[src/rtl/dlx_defines.svh]
`ifndef DLX_DEFINES_SVH
`define DLX_DEFINES_SVH

// Datapath and address width
`define DLX_XLEN     32
`define DLX_PC_STEP  32'd4           // One instruction word per step

// Field widths of the instruction word
`define DLX_OPC_W    6
`define DLX_REG_W    5
`define DLX_NAME_W   26              // J-format offset
`define DLX_IMM_W    16              // I-format immediate

`define DLX_RESET_PC 32'h0000_0100   // First fetch address
`define DLX_LINK_REG 5'd31           // jal writes its return address here

// Control-flow opcodes, everything else falls through
`define DLX_OP_J     6'h02
`define DLX_OP_JAL   6'h03
`define DLX_OP_BEQZ  6'h04
`define DLX_OP_BNEZ  6'h05
`define DLX_OP_JR    6'h12

`endif

[src/rtl/dlxPkg.sv]
`include "dlx_defines.svh"

package dlxPkg;

	// J-format word, used by j and jal
	typedef struct packed {
		logic [`DLX_OPC_W-1:0]  opcode; // Bits 31:26
		logic [`DLX_NAME_W-1:0] name;   // Signed byte offset from PC+4
	} jTypeT;

	// I-format word, used by jr, beqz and bnez
	typedef struct packed {
		logic [`DLX_OPC_W-1:0] opcode; // Same position as in J-format
		logic [`DLX_REG_W-1:0] rs;     // Source register, value arrives as rs1
		logic [`DLX_REG_W-1:0] rt;     // Unused by the flow unit
		logic [`DLX_IMM_W-1:0] imm;    // Signed branch offset
	} iTypeT;

	// One fetched word, seen either way
	// The opcode lands on the same bits in both views
	typedef union packed {
		jTypeT j;
		iTypeT i;
	} instrWordT;

	// How the next PC is chosen
	typedef enum logic [1:0] {
		flowSeq    = 2'd0, // PC+4, also untaken branches
		flowJump   = 2'd1, // j and jal
		flowBranch = 2'd2, // Taken beqz or bnez
		flowReg    = 2'd3  // jr
	} flowKindT;

	// Candidate targets, all formed every cycle
	typedef struct packed {
		logic [`DLX_XLEN-1:0] jumpTarget;   // PC+4 plus extended name
		logic [`DLX_XLEN-1:0] branchTarget; // PC+4 plus extended imm
		logic [`DLX_XLEN-1:0] regTarget;    // Straight from rs1
	} targetSetT;

	// Output of the condition evaluator
	typedef struct packed {
		flowKindT kind; // Selects one of the targets above
		logic     link; // Only jal
	} flowDecT;

	// Link register write toward the register file
	// A single-cycle pulse, no handshake
	typedef struct packed {
		logic                  write;  // Pulse
		logic [`DLX_REG_W-1:0] regIdx; // Always r31
		logic [`DLX_XLEN-1:0]  value;  // Return address
	} linkT;

endpackage

[src/rtl/targetCalc.sv]
`include "dlx_defines.svh"

module targetCalc import dlxPkg::*; (
	input  instrWordT            instr,
	input  logic [`DLX_XLEN-1:0] pcPlusFour,
	input  logic [`DLX_XLEN-1:0] rs1,
	output targetSetT            targets
);

	// Raw offset fields, one per view of the word
	logic [`DLX_NAME_W-1:0] name;
	logic [`DLX_IMM_W-1:0]  imm;

	// Offsets widened to the datapath
	logic [`DLX_XLEN-1:0] nameExt;
	logic [`DLX_XLEN-1:0] immExt;

	assign name = instr.j.name; // J view
	assign imm  = instr.i.imm;  // I view

	// Sign extension, replicate the top bit
	assign nameExt = {{(`DLX_XLEN-`DLX_NAME_W){name[`DLX_NAME_W-1]}}, name};
	assign immExt  = {{(`DLX_XLEN-`DLX_IMM_W){imm[`DLX_IMM_W-1]}}, imm};

	// All three candidates are always valid
	// The opcode decides later which one is used
	always_comb begin
		targets.jumpTarget   = pcPlusFour + nameExt; // Wraps mod 2^32
		targets.branchTarget = pcPlusFour + immExt;  // Negative offsets go backward
		targets.regTarget    = rs1;                  // jr, no alignment check
	end

endmodule

[src/rtl/conditionEval.sv]
`include "dlx_defines.svh"

module conditionEval import dlxPkg::*; (
	input  instrWordT            instr,
	input  logic [`DLX_XLEN-1:0] rs1,
	output flowDecT              decision
);

	logic [`DLX_OPC_W-1:0] opcode;
	logic                  rs1Zero; // Shared by both branch types

	assign opcode  = instr.i.opcode;       // Same bits as instr.j.opcode
	assign rs1Zero = (rs1 == '0);

	always_comb begin
		// Defaults cover all other opcodes
		decision.kind = flowSeq;
		decision.link = 1'b0;

		case (opcode)
			`DLX_OP_J: begin
				decision.kind = flowJump;
			end
			`DLX_OP_JAL: begin
				decision.kind = flowJump; // Same target as j
				decision.link = 1'b1;     // Plus return address to r31
			end
			`DLX_OP_JR: begin
				decision.kind = flowReg;
			end
			`DLX_OP_BEQZ: begin
				// Taken when rs1 is zero
				if (rs1Zero) begin
					decision.kind = flowBranch;
				end
			end
			`DLX_OP_BNEZ: begin
				if (!rs1Zero) begin
					decision.kind = flowBranch; // Taken when rs1 nonzero
				end
			end
			default: begin
				decision.kind = flowSeq; // Not a control-flow instruction
			end
		endcase
	end

endmodule

[src/rtl/pcSequencer.sv]
`include "dlx_defines.svh"

module pcSequencer import dlxPkg::*; (
	input  logic                 clk,
	input  logic                 rstN,
	input  logic                 step,       // Advance strobe, one instruction per high cycle
	input  flowDecT              decision,
	input  targetSetT            targets,
	output logic [`DLX_XLEN-1:0] pc,
	output logic [`DLX_XLEN-1:0] pcPlusFour,
	output linkT                 link
);

	logic [`DLX_XLEN-1:0] pcReg;
	logic [`DLX_XLEN-1:0] nextPc;

	// Link write state, register index is constant
	logic                 linkWrite;
	logic [`DLX_XLEN-1:0] linkValue;

	assign pc         = pcReg;
	assign pcPlusFour = pcReg + `DLX_PC_STEP; // Wraps at the top of memory

	// Target select
	always_comb begin
		case (decision.kind)
			flowJump:   nextPc = targets.jumpTarget;
			flowBranch: nextPc = targets.branchTarget;
			flowReg:    nextPc = targets.regTarget;
			default:    nextPc = pcPlusFour; // flowSeq
		endcase
	end

	// PC register
	always_ff @(posedge clk or negedge rstN) begin
		if (!rstN) begin
			pcReg <= `DLX_RESET_PC;
		end else if (step) begin
			pcReg <= nextPc;
		end
	end

	// Link pulse, high for one cycle after a jal step
	always_ff @(posedge clk or negedge rstN) begin
		if (!rstN) begin
			linkWrite <= 1'b0;
			linkValue <= '0;
		end else if (step) begin
			linkWrite <= decision.link;
			linkValue <= pcPlusFour; // PC+4 of the stepping instruction
		end else begin
			linkWrite <= 1'b0; // Drop the pulse, value is kept
		end
	end

	assign link = '{
		write:  linkWrite,
		regIdx: `DLX_LINK_REG,
		value:  linkValue
	};

endmodule

[src/rtl/dlxFlowUnit.sv]
`include "dlx_defines.svh"

module dlxFlowUnit import dlxPkg::*; (
	input  logic                 clk,
	input  logic                 rstN,
	input  logic                 step,  // One instruction per high cycle
	input  instrWordT            instr, // Valid with step
	input  logic [`DLX_XLEN-1:0] rs1,   // Valid with step
	output logic [`DLX_XLEN-1:0] pc,
	output linkT                 link   // r31 write pulse from jal
);

	// Internal nets between the three blocks
	logic [`DLX_XLEN-1:0] pcPlusFour;
	targetSetT            targets;
	flowDecT              decision;

	// Candidate targets from the current PC
	targetCalc u_targetCalc (
		.instr      (instr),
		.pcPlusFour (pcPlusFour),
		.rs1        (rs1),
		.targets    (targets)
	);

	// Opcode decode and zero test, in parallel with the adders
	conditionEval u_conditionEval (
		.instr    (instr),
		.rs1      (rs1),
		.decision (decision)
	);

	// PC and link registers
	pcSequencer u_pcSequencer (
		.clk        (clk),
		.rstN       (rstN),
		.step       (step),
		.decision   (decision),
		.targets    (targets),
		.pc         (pc),
		.pcPlusFour (pcPlusFour),
		.link       (link)
	);

endmodule

[config.mk]
export PLATFORM = sky130hd
export DESIGN_NAME = dlxFlowUnit
export DESIGN_NICKNAME = d
export VERILOG_FILES = /design/src/rtl/dlxPkg.sv /design/src/rtl/targetCalc.sv /design/src/rtl/conditionEval.sv /design/src/rtl/pcSequencer.sv /design/src/rtl/dlxFlowUnit.sv
export VERILOG_INCLUDE_DIRS = /design/src /design/src/rtl
export SDC_FILE = /design/constraint.sdc
export NUM_CORES = 1
export LEC_CHECK = 0
export BUFFER_PORTS_ARGS = -buffer_cell sky130_fd_sc_hd__buf_2
export CAP_MARGIN = 0
export CORE_MARGIN = 4
export CORE_UTILIZATION = 40
export CTS_CLUSTER_SIZE = 16
export DETAILED_ROUTE_END_ITERATION = 8
export PLACE_DENSITY_LB_ADDON = 0.1
export SYNTH_ARGS = -nofsm -noshare
export SYNTH_HDL_FRONTEND = slang
export SYNTH_SLANG_ARGS = --single-unit
[constraint.sdc]
create_clock -name clk -period 3.6 [get_ports clk]
set_input_delay 0.72 -clock clk [delete_from_list [all_inputs] [get_ports clk]]
set_output_delay 0.72 -clock clk [all_outputs]
set_load 0.005 [all_outputs]
Yosys cells after proc, flatten, opt, wreduce, memory -nomap -nowiden
Index checks and enable logic that the tools add are counted.
{"block": "word_totals", "register_bits": 65, "inputBits": 67, "elab_cells": 22}
{"block": "op_classes", "add_sub_neg": 3, "eq_ne": 8, "n_mux": 6, "n_reduce_logical": 2}
{"op": "32-bit case mux with 3 select lines", "n": 1}
{"op": "32-bit adder", "n": 2}
{"op": "32-bit by 3-bit adder with 32-bit output, second input constant", "n": 1}
{"op": "32-bit zero test", "n": 1}
{"op": "6-bit by 2-bit equality test with 1-bit output, second input constant", "n": 2}
{"op": "6-bit by 3-bit equality test with 1-bit output, second input constant", "n": 2}
{"op": "2-bit case mux with 4 select lines", "n": 1}
{"op": "6-bit by 5-bit equality test with 1-bit output, second input constant", "n": 1}
{"op": "2-bit equality test, second input constant", "n": 2}
{"op": "2-bit 2-to-1 mux", "n": 2}
{"op": "2-bit by 1-bit equality test with 1-bit output, second input constant", "n": 1}
{"op": "1-bit 2-to-1 mux", "n": 2}
{"op": "2-bit OR reduction", "n": 1}

Logic depth before layout (Yosys ltp)
Gate-level depths: netlist of the first run.
{"block": "logic_depth", "depth_word": 5, "ltp_mapped": 21, "ltp_nobuf": 20}

By module
A second synthesis of the first run with hierarchy kept.
{"block": "hier_totals", "cells_unflattened": 869, "hier_area_um2": 7463.4}
{"module": "pcSequencer", "n_inst": 1, "cells_each": 432, "area_per_inst_um2": 4251.6, "seq_area_each_um2": 1627.8}
{"module": "targetCalc", "n_inst": 1, "cells_each": 416, "area_per_inst_um2": 3060.4, "seq_area_each_um2": 0.0}
{"module": "conditionEval", "n_inst": 1, "cells_each": 21, "area_per_inst_um2": 151.4, "seq_area_each_um2": 0.0}

Worst setup path after synthesis of the first run
No wires, ideal clock.
{"block": "synth_timing", "path_type": "input port to flip-flop", "start": "in rs1[25]", "end": "reg u_pcSequencer.pcReg[31], in the netlist u_pcSequencer.pc[31]", "setup_time_ps": 140, "arrival_time_ps": 4223, "required_ps": 3460, "setup_slack_ps": -762, "path_stages": 20, "path_buffers": 2, "cell_sequence": "nor4_1 nand4_1 nor2_1 xnor2_1 nor4b_1 o21ai_0 inv_1 ha_1 clkbuf_1 o21ai_0 ha_1 clkbuf_1 a21oi_1 o221ai_1 a21o_1 a21oi_1 o211ai_1 xnor2_1 a221oi_1 a211oi_2"}
{"block": "synth_between", "elab_chain_len": 5, "elab_cells_between_ends": 8}
{"element": "from (decl)", "line_no": "dlxFlowUnit.sv:8", "text": "input logic [`DLX_XLEN-1:0] rs1,"}
{"element": "32-bit zero test (*)", "line_no": "conditionEval.sv:13", "text": "assign rs1Zero = (rs1 == '0);"}
{"element": "2-bit 2-to-1 mux (on tied branches)", "line_no": "conditionEval.sv:38, conditionEval.sv:33"}
{"element": "2-bit case mux with 4 select lines (*)", "line_no": "conditionEval.sv:20", "text": "case (opcode)"}
{"element": "2-bit equality test or 2-bit by 1-bit equality test with 1-bit output (tied branches)", "line_no": "pcSequencer.sv:26", "text": "case (decision.kind)"}
{"element": "32-bit case mux with 3 select lines (*)", "line_no": "pcSequencer.sv:26"}
{"element": "to (signal assigned)", "line_no": "pcSequencer.sv:37", "text": "pcReg <= `DLX_RESET_PC;"}
{"element": "to (signal assigned)", "line_no": "pcSequencer.sv:39", "text": "pcReg <= nextPc;"}
{"element": "to (decl)", "line_no": "pcSequencer.sv:14", "text": "logic [`DLX_XLEN-1:0] pcReg;"}
Mark *: on every way between the ends. The rest lies on a longest branch, timed or not.
A chain may end at the register's enable or synchronous reset.

Final worst setup path of the first run
{"block": "layout_timing", "start": "in rs1[26]", "end": "reg u_pcSequencer.pcReg[25], in the netlist u_pcSequencer.pc[25]"}
The elaborated chain is that of the path after synthesis.

==> qor.yml, run 1 <==
drt:
  num_vias: 6461
  vias_per_cell: 5.59
  drtIter0Drc: 604
  ant_nets: 0
  firstDrtPassIters: 5
  wirelength_mm: 21.8
  wl_per_cell_um: 18.9
  drc: 0
yosys:
  synth_seq_cells: 65
  avgSynthCellArea_sq_um: 8.32
  yosysWarnings: 0
  synth_top_area_cell: "dfrtp_1"
  synth_edf_count: 0
  ys_dominant_reg_cell: "dfrtp_1"
  ys_types: 67
  synthCells: 692
  synth_top_area_frac: 0.278
  synthTopCellsByArea: "dfrtp_1, ha_1, a21oi_1, mux2_2, xor2_1"
  synth_area_sq_um: 5760
  seq_area_frac_synth: 0.283
  postSynth.asyncResetShare: 1.00
power_and_ir_drop:
  p_int_mw: 2.72
  sequentialPowerShare: 0.231
  clockPowerShare: 0.201
  peakVddDrop_v: 0.000267
  p_sw_frac: 0.400
  p_sw_mw: 1.81
  pwr-share-comb: 0.568
  p_per_area_nw_per_um2: 517
  cellLeakagePower_nw: 4.25
global_routing:
  track_usage: 0.258
  antenna_found_initial: 0
  overflow: 0
  grt_pass1_vias: 6335
  grt_max_degree: 72
  grt_pass1_wl_mm: 33.4
finish:
  final_common_cell: "buf_4"
  layout_common_cells: "buf_4, buf_2, dfrtp_1"
  n_antenna_cell: 0
  drive_gt1_frac: 0.469
  area_delta_synth_final_pct: 52.4
  nNetsFinal: 1073
  fill_cells: 1231
sta:
  tightest_slew_ns: 0.775
  final_hold_viol_count: 0
  timing.slew.headroom: 0.483
  skew_ns: 0.00786
  timing.final.crit_share: 1.13
  fmax_mhz: 246
  setup_slack_ns: -0.471
  fin_setup_tns_ns: -4.96
  rsz0062_at_grt: "true"
  slew_viol_final: 0
  setup_viol: 14
  period_minus_slack_ns: 4.07
critical_path:
  required_ns: 3.87
  crit_type: "in -> reg"
  critical-path-max-stage-delay_ns: 0.32
  setup.worst_path.end_class: "flip-flop"
  path_cells: "buf_8 > nor4_4 > buf_4 > nand4_1 > nor2_2 > xnor2_1 > nor4b_2 > o21ai_2 > inv_2 > ha_4 > buf_6 > buf_6 > o21ai_4 > ha_4 > nand4_1 > o221ai_2 > a21o_1 > a41oi_2 > xor2_1 > o22a_1 > a31oi_1"
  reg2reg_depth: 17
  setup.worst_path.start_class: "input pin"
  critPathSlowestCell: "ha_4"
  path_max_fanout: 7
  cp_data_arrival_time_ns: 4.34
placement:
  hpwlAfterDp_mm: 15.9
  gp_congestion: 0.922
  io_buffers: 131
  pre_cts_ws_ns: -0.984
clocking:
  cts.sinks: 65
  clk_latency_ns: 0.35
  ctsHoldBuffers: 0
  cts.path.max_buffers: 2
  cts_made_buffers: 9
  cts_max_level: 3
  cts_tree: "built"
  root_buffer: "clkbuf_16"
  clkTransAtPathRegs_ns: 0.06
floorplanning:
  die_w_um: 128
  die_y_um: 128
  io_pins: 137
  rows: 43
  initial_core_util: 0.411
  coreArea_sq_um: 14000
  die-area_sq_um: 16400
outcome:
  violations: "setup timing"
  status: "finished with violations"
flow_run:
  maxCapViolations: 0
hold_path:
  hold_class: "in -> async"
-- routing by layer --
metal | global-route usage | vias up | wire length (um)
li1 | - | 3052 | -
met3 | 0.0408 | 49 | 1540
met5 | 0 | - | 0
met2 | 0.410 | 266 | 10000
met4 | 0.0893 | 0 | 568
met1 | 0.357 | 3094 | 9700
-- final timing paths --
path | startpoint | endpoint | slack, ns
hold reg to reg | u_pcSequencer.linkValue[0] | u_pcSequencer.linkValue[0] | 0.50
min in group clk | u_pcSequencer.linkValue[0] | u_pcSequencer.linkValue[0] | 0.50
setup reg to reg | u_pcSequencer.pc[8] | u_pcSequencer.pc[24] | -0.11
max in group asynchronous | rstN | u_pcSequencer.linkValue[9] | 2.53
hold / removal | rstN | u_pcSequencer.linkValue[25] | 0.32
setup / recovery | rs1[26] | u_pcSequencer.pc[25] | -0.47
-- cell families (layout without fill, tap and decap cells) --
group,after synthesis,count (layout),share of synthesized area
simple gates,217,217,0.188
compound gates,198,198,0.224
buf+inv,85,364,0.0739
flops,65,65,0.283
xor+xnor,58,58,0.0896
fa+ha+maj,36,36,0.0796
mux,32,32,0.0613
other cells,1,5,0.000652
-- Yosys cell counts (all sizes together), types with 3 or more instances --
cell    count
dfrtp      64
a21oi      63
nand2      63
nor2       51
o21ai      45
inv        38
ha         35
xor2       32
nand3      27
mux2       26
xnor2      26
clkbuf     25
buf        22
a21o       20
a221oi     18
and3       10
a211oi      8
and2        8
and4        8
nand2b      8
nand4       8
nor3        8
nor4        8
nor2b       7
mux2i       6
o211ai      6
a31oi       5
nor3b       5
a22oi       4
a22o        3
a41oi       3
o221ai      3
-- flip-flops by register name, summed over array words and instances, names as in the netlist --
register and cells:
u_pcSequencer.linkWrite 1, u_pcSequencer.linkValue 32, u_pcSequencer.pc 32
-- worst max-delay path, delay by kind of cell --
family          cells  cell delay [ns]
simple gates        5             1.07
xor+xnor            2             0.26
compound gates      7             1.12
buf+inv             5             0.61
fa+ha+maj           2             0.53
-- final cells by class --
type | instances | area, sq um | area share
inverter | 38 | 143 | 0.0163
clock inverter | 6 | 67.6 | 0.00770
multi-input combinational | 546 | 4370 | 0.499
timing repair buffer | 310 | 2100 | 0.240
tap | 180 | 225 | 0.0257
clock buffer | 10 | 229 | 0.0261
sequential | 65 | 1630 | 0.186
-- through the flow --
stage               hold WS [ns]  utilization  cells  cell area (sq um)  total power, mW
floorplan                  0.424            -    696               5990             2.36
global placement           0.484        0.549   1108               7680             3.23
detailed placement         0.491        0.549   1108               7680             3.27
CTS                        0.329        0.611   1147               8540             4.39
global route               0.354        0.627   1155               8770             4.80
finish                     0.320        0.627   1155               8770             4.53
-- timing repair --
item,in CTS,in global routing
endpoints found under the setup margin,16,19
pin swaps,44,28
setup buffers,23,8
gates resized for setup,79,34
-- power by group through the flow --
stage / clock, mW / combinational (mW) / sequential, mW
global route: 0.956 / 2.77 / 1.07
global placement: 0 / 2.18 / 1.05
detailed placement: 0 / 2.21 / 1.06
finish: 0.913 / 2.57 / 1.05
floorplan: 0 / 1.28 / 1.08
CTS: 0.924 / 2.42 / 1.04
No activity file was read; power rests on OpenSTA's default activity.
==> run 2, diff against run 1 <==
- clock period: 3.6 -> 4.8 ns (I/O delays scaled with it)
==> run 2 against run 1 <==
  * The flow now finishes without violations
  * Non-clock buffer count down 91
  * Critical path depth up 2
  * Sequential cell count unchanged
  * Combinational power down 44%
  * Clock power down 24%
  * Cell count down 7.9%
  * Highest routed layer unchanged
==> qor.yml, run 2 (synthesis gave the netlist of run 1 again) <==
outcome:
  status: "finished, final reports clean"
placement:
  hpwlAfterDp_mm: 14.6  # -8.3%
  place_area_sq_um: 7040  # -8.3%
  gp_congestion: 0.960  # +4.1%
  io_buffers: 131  # unchanged
drt:
  drtIter0Drc: 345  # -43%
  wl_per_cell_um: 17.5  # -7.2%
  drc: 0  # unchanged
  vias_per_cell: 5.54  # -1.0%
  firstDrtPassIters: 5  # unchanged
  num_vias: 5891  # -8.8%
  ant_nets: 0  # unchanged
  wirelength_mm: 18.7  # -15%
clocking:
  cts_max_level: 3  # unchanged
  cts.sinks: 65  # unchanged
  cts_made_buffers: 9  # unchanged
  post_cts.repair.setup_buffers: 0  # -100%
  clk_latency_ns: 0.35  # about the same
  cts_tree: "built"
  ctsHoldBuffers: 0  # unchanged
  cts.path.max_buffers: 2  # unchanged
  clkTransAtPathRegs_ns: 0.06  # about the same
  root_buffer: "clkbuf_16"
sta:
  fin_hold_ws_ns: 0.501  # +0.181 ns
  slew_viol_final: 0  # unchanged
  timing.final.crit_share: 0.946
  rsz0062_at_grt: "false"
  timing.slew.headroom: 0.293  # -0.191
  period_minus_slack_ns: 4.54
  setup_viol: 0  # -14
  fmax_mhz: 220
  fin_setup_tns_ns: 0  # +4.96 ns
  final_hold_viol_count: 0  # unchanged
  skew_ns: 0.00410  # -0.00377 ns
  tightest_slew_ns: 1.06  # +0.286 ns
flow_run:
  maxCapViolations: 0  # unchanged
finish:
  fill_cells: 1376  # +12%
  seq_area_sq_um: 1630  # unchanged
  layout_common_cells: "buf_2, buf_4, dfrtp_1"
  multiInputGateArea_sq_um: 3790  # -13%
  final_common_cell: "buf_2"
  drive_gt1_frac: 0.327  # -0.142
  nNetsFinal: 982  # -8.5%
  n_antenna_cell: 0  # unchanged
  area_delta_synth_final_pct: 29.0
  final_area_sq_um: 7420  # -15%
floorplanning:
  rows: 43  # unchanged
  die_w_um: 128  # unchanged
  coreArea_sq_um: 14000  # unchanged
  initial_core_util: 0.411  # unchanged
  die_y_um: 128  # unchanged
  die-area_sq_um: 16400  # unchanged
  io_pins: 137  # unchanged
global_routing:
  grt_pass1_vias: 5769  # -8.9%
  grt_max_degree: 61  # -15%
  grt_pass1_wl_mm: 29.9  # -10%
  antenna_found_initial: 0  # unchanged
  overflow: 0  # unchanged
  track_usage: 0.229  # -0.0288
critical_path:
  critical_path.most_common_cell: "buf_4"
  setup.worst_path.end_class: "flip-flop"
  critical-path-max-stage-delay_ns: 0.31  # about the same
  crit_type: "in -> reg"
  path_max_fanout: 8  # +1
  setup.worst_path.start_class: "input pin"
  required_ns: 5.02  # +1.15 ns
  crit_buf_inv: 5  # unchanged
  reg2reg_setup_slack_ns: 0.52  # +0.63 ns
  critPathSlowestCell: "ha_1"
  cp_data_arrival_time_ns: 4.76  # +0.42 ns
  path_cells: "buf_2 > nor4_4 > buf_4 > nand4_1 > nor2_2 > xnor2_1 > nor4b_2 > o21ai_1 > inv_1 > ha_1 > nand2_1 > buf_4 > o21ai_0 > buf_4 > ha_1 > a21oi_1 > o221ai_1 > a21o_1 > a21oi_1 > o211ai_1 > xnor2_1 > a221oi_1 > a211oi_2"
  cpLargestDelayFamily: "compound AO/OA/AOI/OAI gates"
power_and_ir_drop:
  peakVddDrop_v: 0.000160  # -40%
  finalPower_mw: 2.95  # -35%
  p_per_area_nw_per_um2: 397  # -23%
  cellLeakagePower_nw: 3.67  # -14%
hold_path:
  hold_class: "reg -> reg"
==> run 2: where the power goes <==
group	switching [mW]	total, mW	internal (mW)
registers	0.136	0.816	0.681
clock network	0.276	0.693	0.417
logic	0.761	1.44	0.676
==> run 2: cell type report <==
type | count | area share
inverter | 38 | 0.0192
sequential | 65 | 0.219
clock buffer | 10 | 0.0322
tap | 180 | 0.0303
clock inverter | 6 | 0.00910
timing repair buffer | 219 | 0.179
multi-input combinational | 546 | 0.511
==> run 2: per-layer routing <==
layer	track usage	vias up	wire, um
li1	-	2860	-
met1	0.331	2794	9000
met2	0.351	213	8170
met3	0.0292	24	1090
met4	0.0843	0	410
met5	0	-	0
==> run 2: path summary, 6_finish.rpt <==
check | from | cells past startpoint | to
min in group asynchronous | rstN | 1 | u_pcSequencer.linkValue[8]
min | u_pcSequencer.linkValue[14] | 1 | u_pcSequencer.linkValue[14]
max | rs1[25] | 23 | u_pcSequencer.pc[31]
max in group asynchronous | rstN | 2 | u_pcSequencer.pc[25]
max reg2reg | u_pcSequencer.pc[8] | 16 | u_pcSequencer.pc[31]
min reg2reg | u_pcSequencer.linkValue[14] | 1 | u_pcSequencer.linkValue[14]
==> run 2: worst reg2reg max path: cells and delay by family, from the launching register on <==
family	cells	cell delay, ns
AO/OA/AOI/OAI	8	1.46
AND/OR/NAND/NOR	4	1.37
flip-flops	1	0.58
XOR/XNOR	2	0.44
adder cells (fa/ha/maj)	1	0.23
buffers and inverters	1	0.08
==> run 2: timing repair <==
| action | in CTS | in global routing |
|---|---|---|
| gates resized for setup | 0 | 14 |
| setup endpoints to repair | 0 | 13 |
| endpoints found under the hold margin | 0 | 0 |
==> run 2: metrics by stage <==
step                 util  setup WS, ns  std cells
CTS                 0.525        0.0184       1064
global placement    0.504        -0.214       1048
finish              0.531         0.257       1064
floorplan               -         0.198        696
global route        0.531        0.0143       1064
detailed placement  0.504        -0.311       1048
==> run 3, diff against run 2 <==
- CORE_MARGIN: 4 -> 1.5
- CTS_CLUSTER_SIZE: 16 -> 25
- MAX_ROUTING_LAYER: unset -> met4
==> run 3 against run 2 <==
  * Maximum frequency shrank 1.3%
  * Via count grew 0.25%
  * Critical path depth shrank 1
  * Core utilization grew 0.79 points
  * Sequential share of layout area shrank 0.32 points
  * Total power grew 1.8%
  * Count of clock-buffer cells in the layout grew 1
  * Cell count grew 1.8%
  * Clock power shrank 1%
  * Clock skew grew 0.00090 ns
  * Critical path type unchanged
==> qor.yml, run 3 (synthesis gave the netlist of run 1 again) <==
floorplanning:
  initial_core_util: 0.411  # unchanged
  io_pins: 137  # unchanged
  rows: 43  # unchanged
  die-area_sq_um: 15100  # -7.7%
  die_w_um: 123  # -3.9%
  coreArea_sq_um: 14000  # unchanged
  die_y_um: 123  # -3.9%
global_routing:
  grt_use_met1: 0.374  # +0.0433
  antenna_found_initial: 0  # unchanged
  globalRoute.busiestLayer: "met2"
  grt_pass1_wl_mm: 30.0  # +0.25%
  grtUsageMet3: 0.0429  # +0.0137
  grt_pass1_vias: 5741  # -0.49%
  grt_max_degree: 52  # -15%
  track_usage: 0.268  # +0.0382
  use_met2: 0.395  # +0.0439
  overflow: 0  # unchanged
sta:
  period_minus_slack_ns: 4.60  # +0.0592 ns
  rsz0062_at_grt: "false"
  final_hold_viol_count: 0  # unchanged
  timing.slew.headroom: 0.364  # +0.0718
  slew_viol_final: 0  # unchanged
  timing.final.crit_share: 0.959  # +0.0123
  fmax_mhz: 217  # -1.3%
  fin_hold_ws_ns: 0.501  # +0.0000450 ns
  tightest_slew_ns: 0.953  # -0.108 ns
  skew_ns: 0.00500  # +0.000900 ns
  setup_viol: 0  # unchanged
drt:
  vias_per_cell: 5.45  # -1.5%
  wirelength_mm: 19.2  # +2.6%
  ant_nets: 0  # unchanged
  drtIter0Drc: 333  # -3.5%
  wl_per_cell_um: 17.7  # +0.80%
  num_vias: 5906  # +0.25%
  firstDrtPassIters: 6  # +1
  drc: 0  # unchanged
critical_path:
  critical-path-max-stage-delay_ns: 0.39  # +0.08 ns
  crit_type: "in -> reg"
  setup.worst_path.start_class: "input pin"
  required_ns: 5.02  # about the same
  critPathSlowestCell: "ha_1"
  path_cells: "buf_2 > nor4_1 > buf_4 > nand4_1 > nor2_2 > xnor2_1 > nor4b_1 > o21ai_1 > inv_1 > ha_1 > buf_4 > o21ai_0 > ha_1 > a21o_1 > a21o_1 > a21oi_1 > o221ai_2 > nand2_1 > o211ai_1 > xnor2_1 > a221oi_2 > a211oi_2"
  path_max_fanout: 10  # +2
  cp_data_arrival_time_ns: 4.82  # +0.06 ns
  setup.worst_path.end_class: "flip-flop"
  crit_buf_inv: 4  # -1
  cpLargestDelayFamily: "compound AO/OA/AOI/OAI gates"
clocking:
  cts_tree: "built"
  root_buffer: "clkbuf_16"
  cts_made_buffers: 9  # unchanged
  post_cts.repair.setup_buffers: 0  # unchanged
  clk_latency_ns: 0.34  # about the same
  clkTransAtPathRegs_ns: 0.06  # about the same
  ctsHoldBuffers: 0  # unchanged
  cts.sinks: 65  # unchanged
  cts_max_level: 3  # unchanged
  cts.path.max_buffers: 2  # unchanged
placement:
  gp_congestion: 0.936  # -2.4%
  hpwlAfterDp_mm: 14.8  # +1.7%
  io_buffers: 131  # unchanged
  place_inst: 1067  # +1.8%
finish:
  n_antenna_cell: 0  # unchanged
  drive_gt1_frac: 0.340  # +0.0131
  final_common_cell: "buf_2"
  layout_common_cells: "buf_2, buf_4, dfrtp_1"
  seq_area_sq_um: 1630  # unchanged
  final_cells: 1083  # +1.8%
  area_delta_synth_final_pct: 30.9
  fill_cells: 1363  # -0.94%
  nNetsFinal: 1001  # +1.9%
  multiInputGateArea_sq_um: 3780  # -0.30%
outcome:
  status: "finished, final reports clean"
hold_path:
  hold_class: "reg -> reg"
flow_run:
  maxCapViolations: 0  # unchanged
power_and_ir_drop:
  peakVddDrop_v: 0.000159  # -0.97%
  cellLeakagePower_nw: 3.76  # +2.4%
  p_per_area_nw_per_um2: 398  # +0.36%
run 3: changes by cell type in the layout (fill, tap and decap cells not counted), moves of 2 or more:
| cell | change |
|---|---|
| nor4_2 | -3 |
| a221oi_1 | -2 |
| a221oi_2 | +2 |
| buf_4 | +20 |
| nor4_1 | +4 |
| clkinv_4 | -2 |
run 3: layout make-up:
class                   count  share of cell area
clock inverters             5             0.00731
clock buffers              11              0.0322
multi-input cells         546               0.502
flip-flops and latches     65               0.216
well taps                 180              0.0299
repair buffers            238               0.194
inverters                  38              0.0189
run 3: path summary, 6_finish.rpt:
| path | slack, ns | depth (start not counted) | to | startpoint |
|---|---|---|---|---|
| min in group asynchronous | 0.76 | 1 | u_pcSequencer.linkValue[6] | rstN |
| worst min-delay path | 0.50 | 1 | u_pcSequencer.linkValue[1] | u_pcSequencer.linkValue[1] |
| worst max register to register | 0.64 | 17 | u_pcSequencer.pc[31] | u_pcSequencer.pc[2] |
| worst min register to register | 0.50 | 1 | u_pcSequencer.linkValue[1] | u_pcSequencer.linkValue[1] |
| worst max-delay path | 0.20 | 22 | u_pcSequencer.pc[31] | rs1[8] |
| max in group asynchronous | 3.06 | 2 | u_pcSequencer.pc[8] | rstN |
run 3: metrics by stage:
| step | total power [mW] | area [sq um] | setup TNS [ns] | utilization | worst slack [ns] |
|---|---|---|---|---|---|
| after detailed placement | 2.29 | 7170 | -2.82 | 0.513 | -0.382 |
| after CTS | 3.00 | 7480 | 0 | 0.535 | 0.0167 |
| after floorplan | 1.72 | 5770 | 0 | - | 0.198 |
| after global routing | 3.22 | 7530 | 0 | 0.539 | 0.00221 |
| final | 3.00 | 7530 | 0 | 0.539 | 0.198 |
| after global placement | 2.28 | 7170 | -3.00 | 0.513 | -0.361 |
run 3: worst register-to-register path, cell delays in order, from the launching register on:
cell and delay (ns):
dfrtp_1 0.43, ha_1 0.28, and4_1 0.35, nand2_1 0.20, nor2_1 0.24, and3_1 0.27
xnor2_1 0.28, inv_1 0.10, ha_1 0.38, a21o_1 0.19, a21oi_1 0.16, o221ai_1 0.18
a21o_1 0.21, a21oi_1 0.15, o211ai_1 0.14, xnor2_1 0.18, a221oi_2 0.27, a211oi_2 0.05
run 3: what timing repair did:
action                                 in CTS  in global routing
pin swaps                                   0                  3
endpoints found under the hold margin       0                  0
setup endpoints to repair                   2                 10
gates resized for setup                     2                 13
run 3: layer usage:
| metal | share of wire | routed length [um] | up-vias |
|---|---|---|---|
| met5 | 0 | 0 | - |
| li1 | - | - | 2896 |
| met4 | 0.021 | 396 | 0 |
| met2 | 0.44 | 8380 | 212 |
| met1 | 0.48 | 9200 | 2767 |
| met3 | 0.061 | 1170 | 31 |
run 3: where the power goes:
part	internal, mW	switching [mW]
logic	0.712	0.789
registers	0.681	0.136
clock network	0.415	0.268
total	1.81	1.19
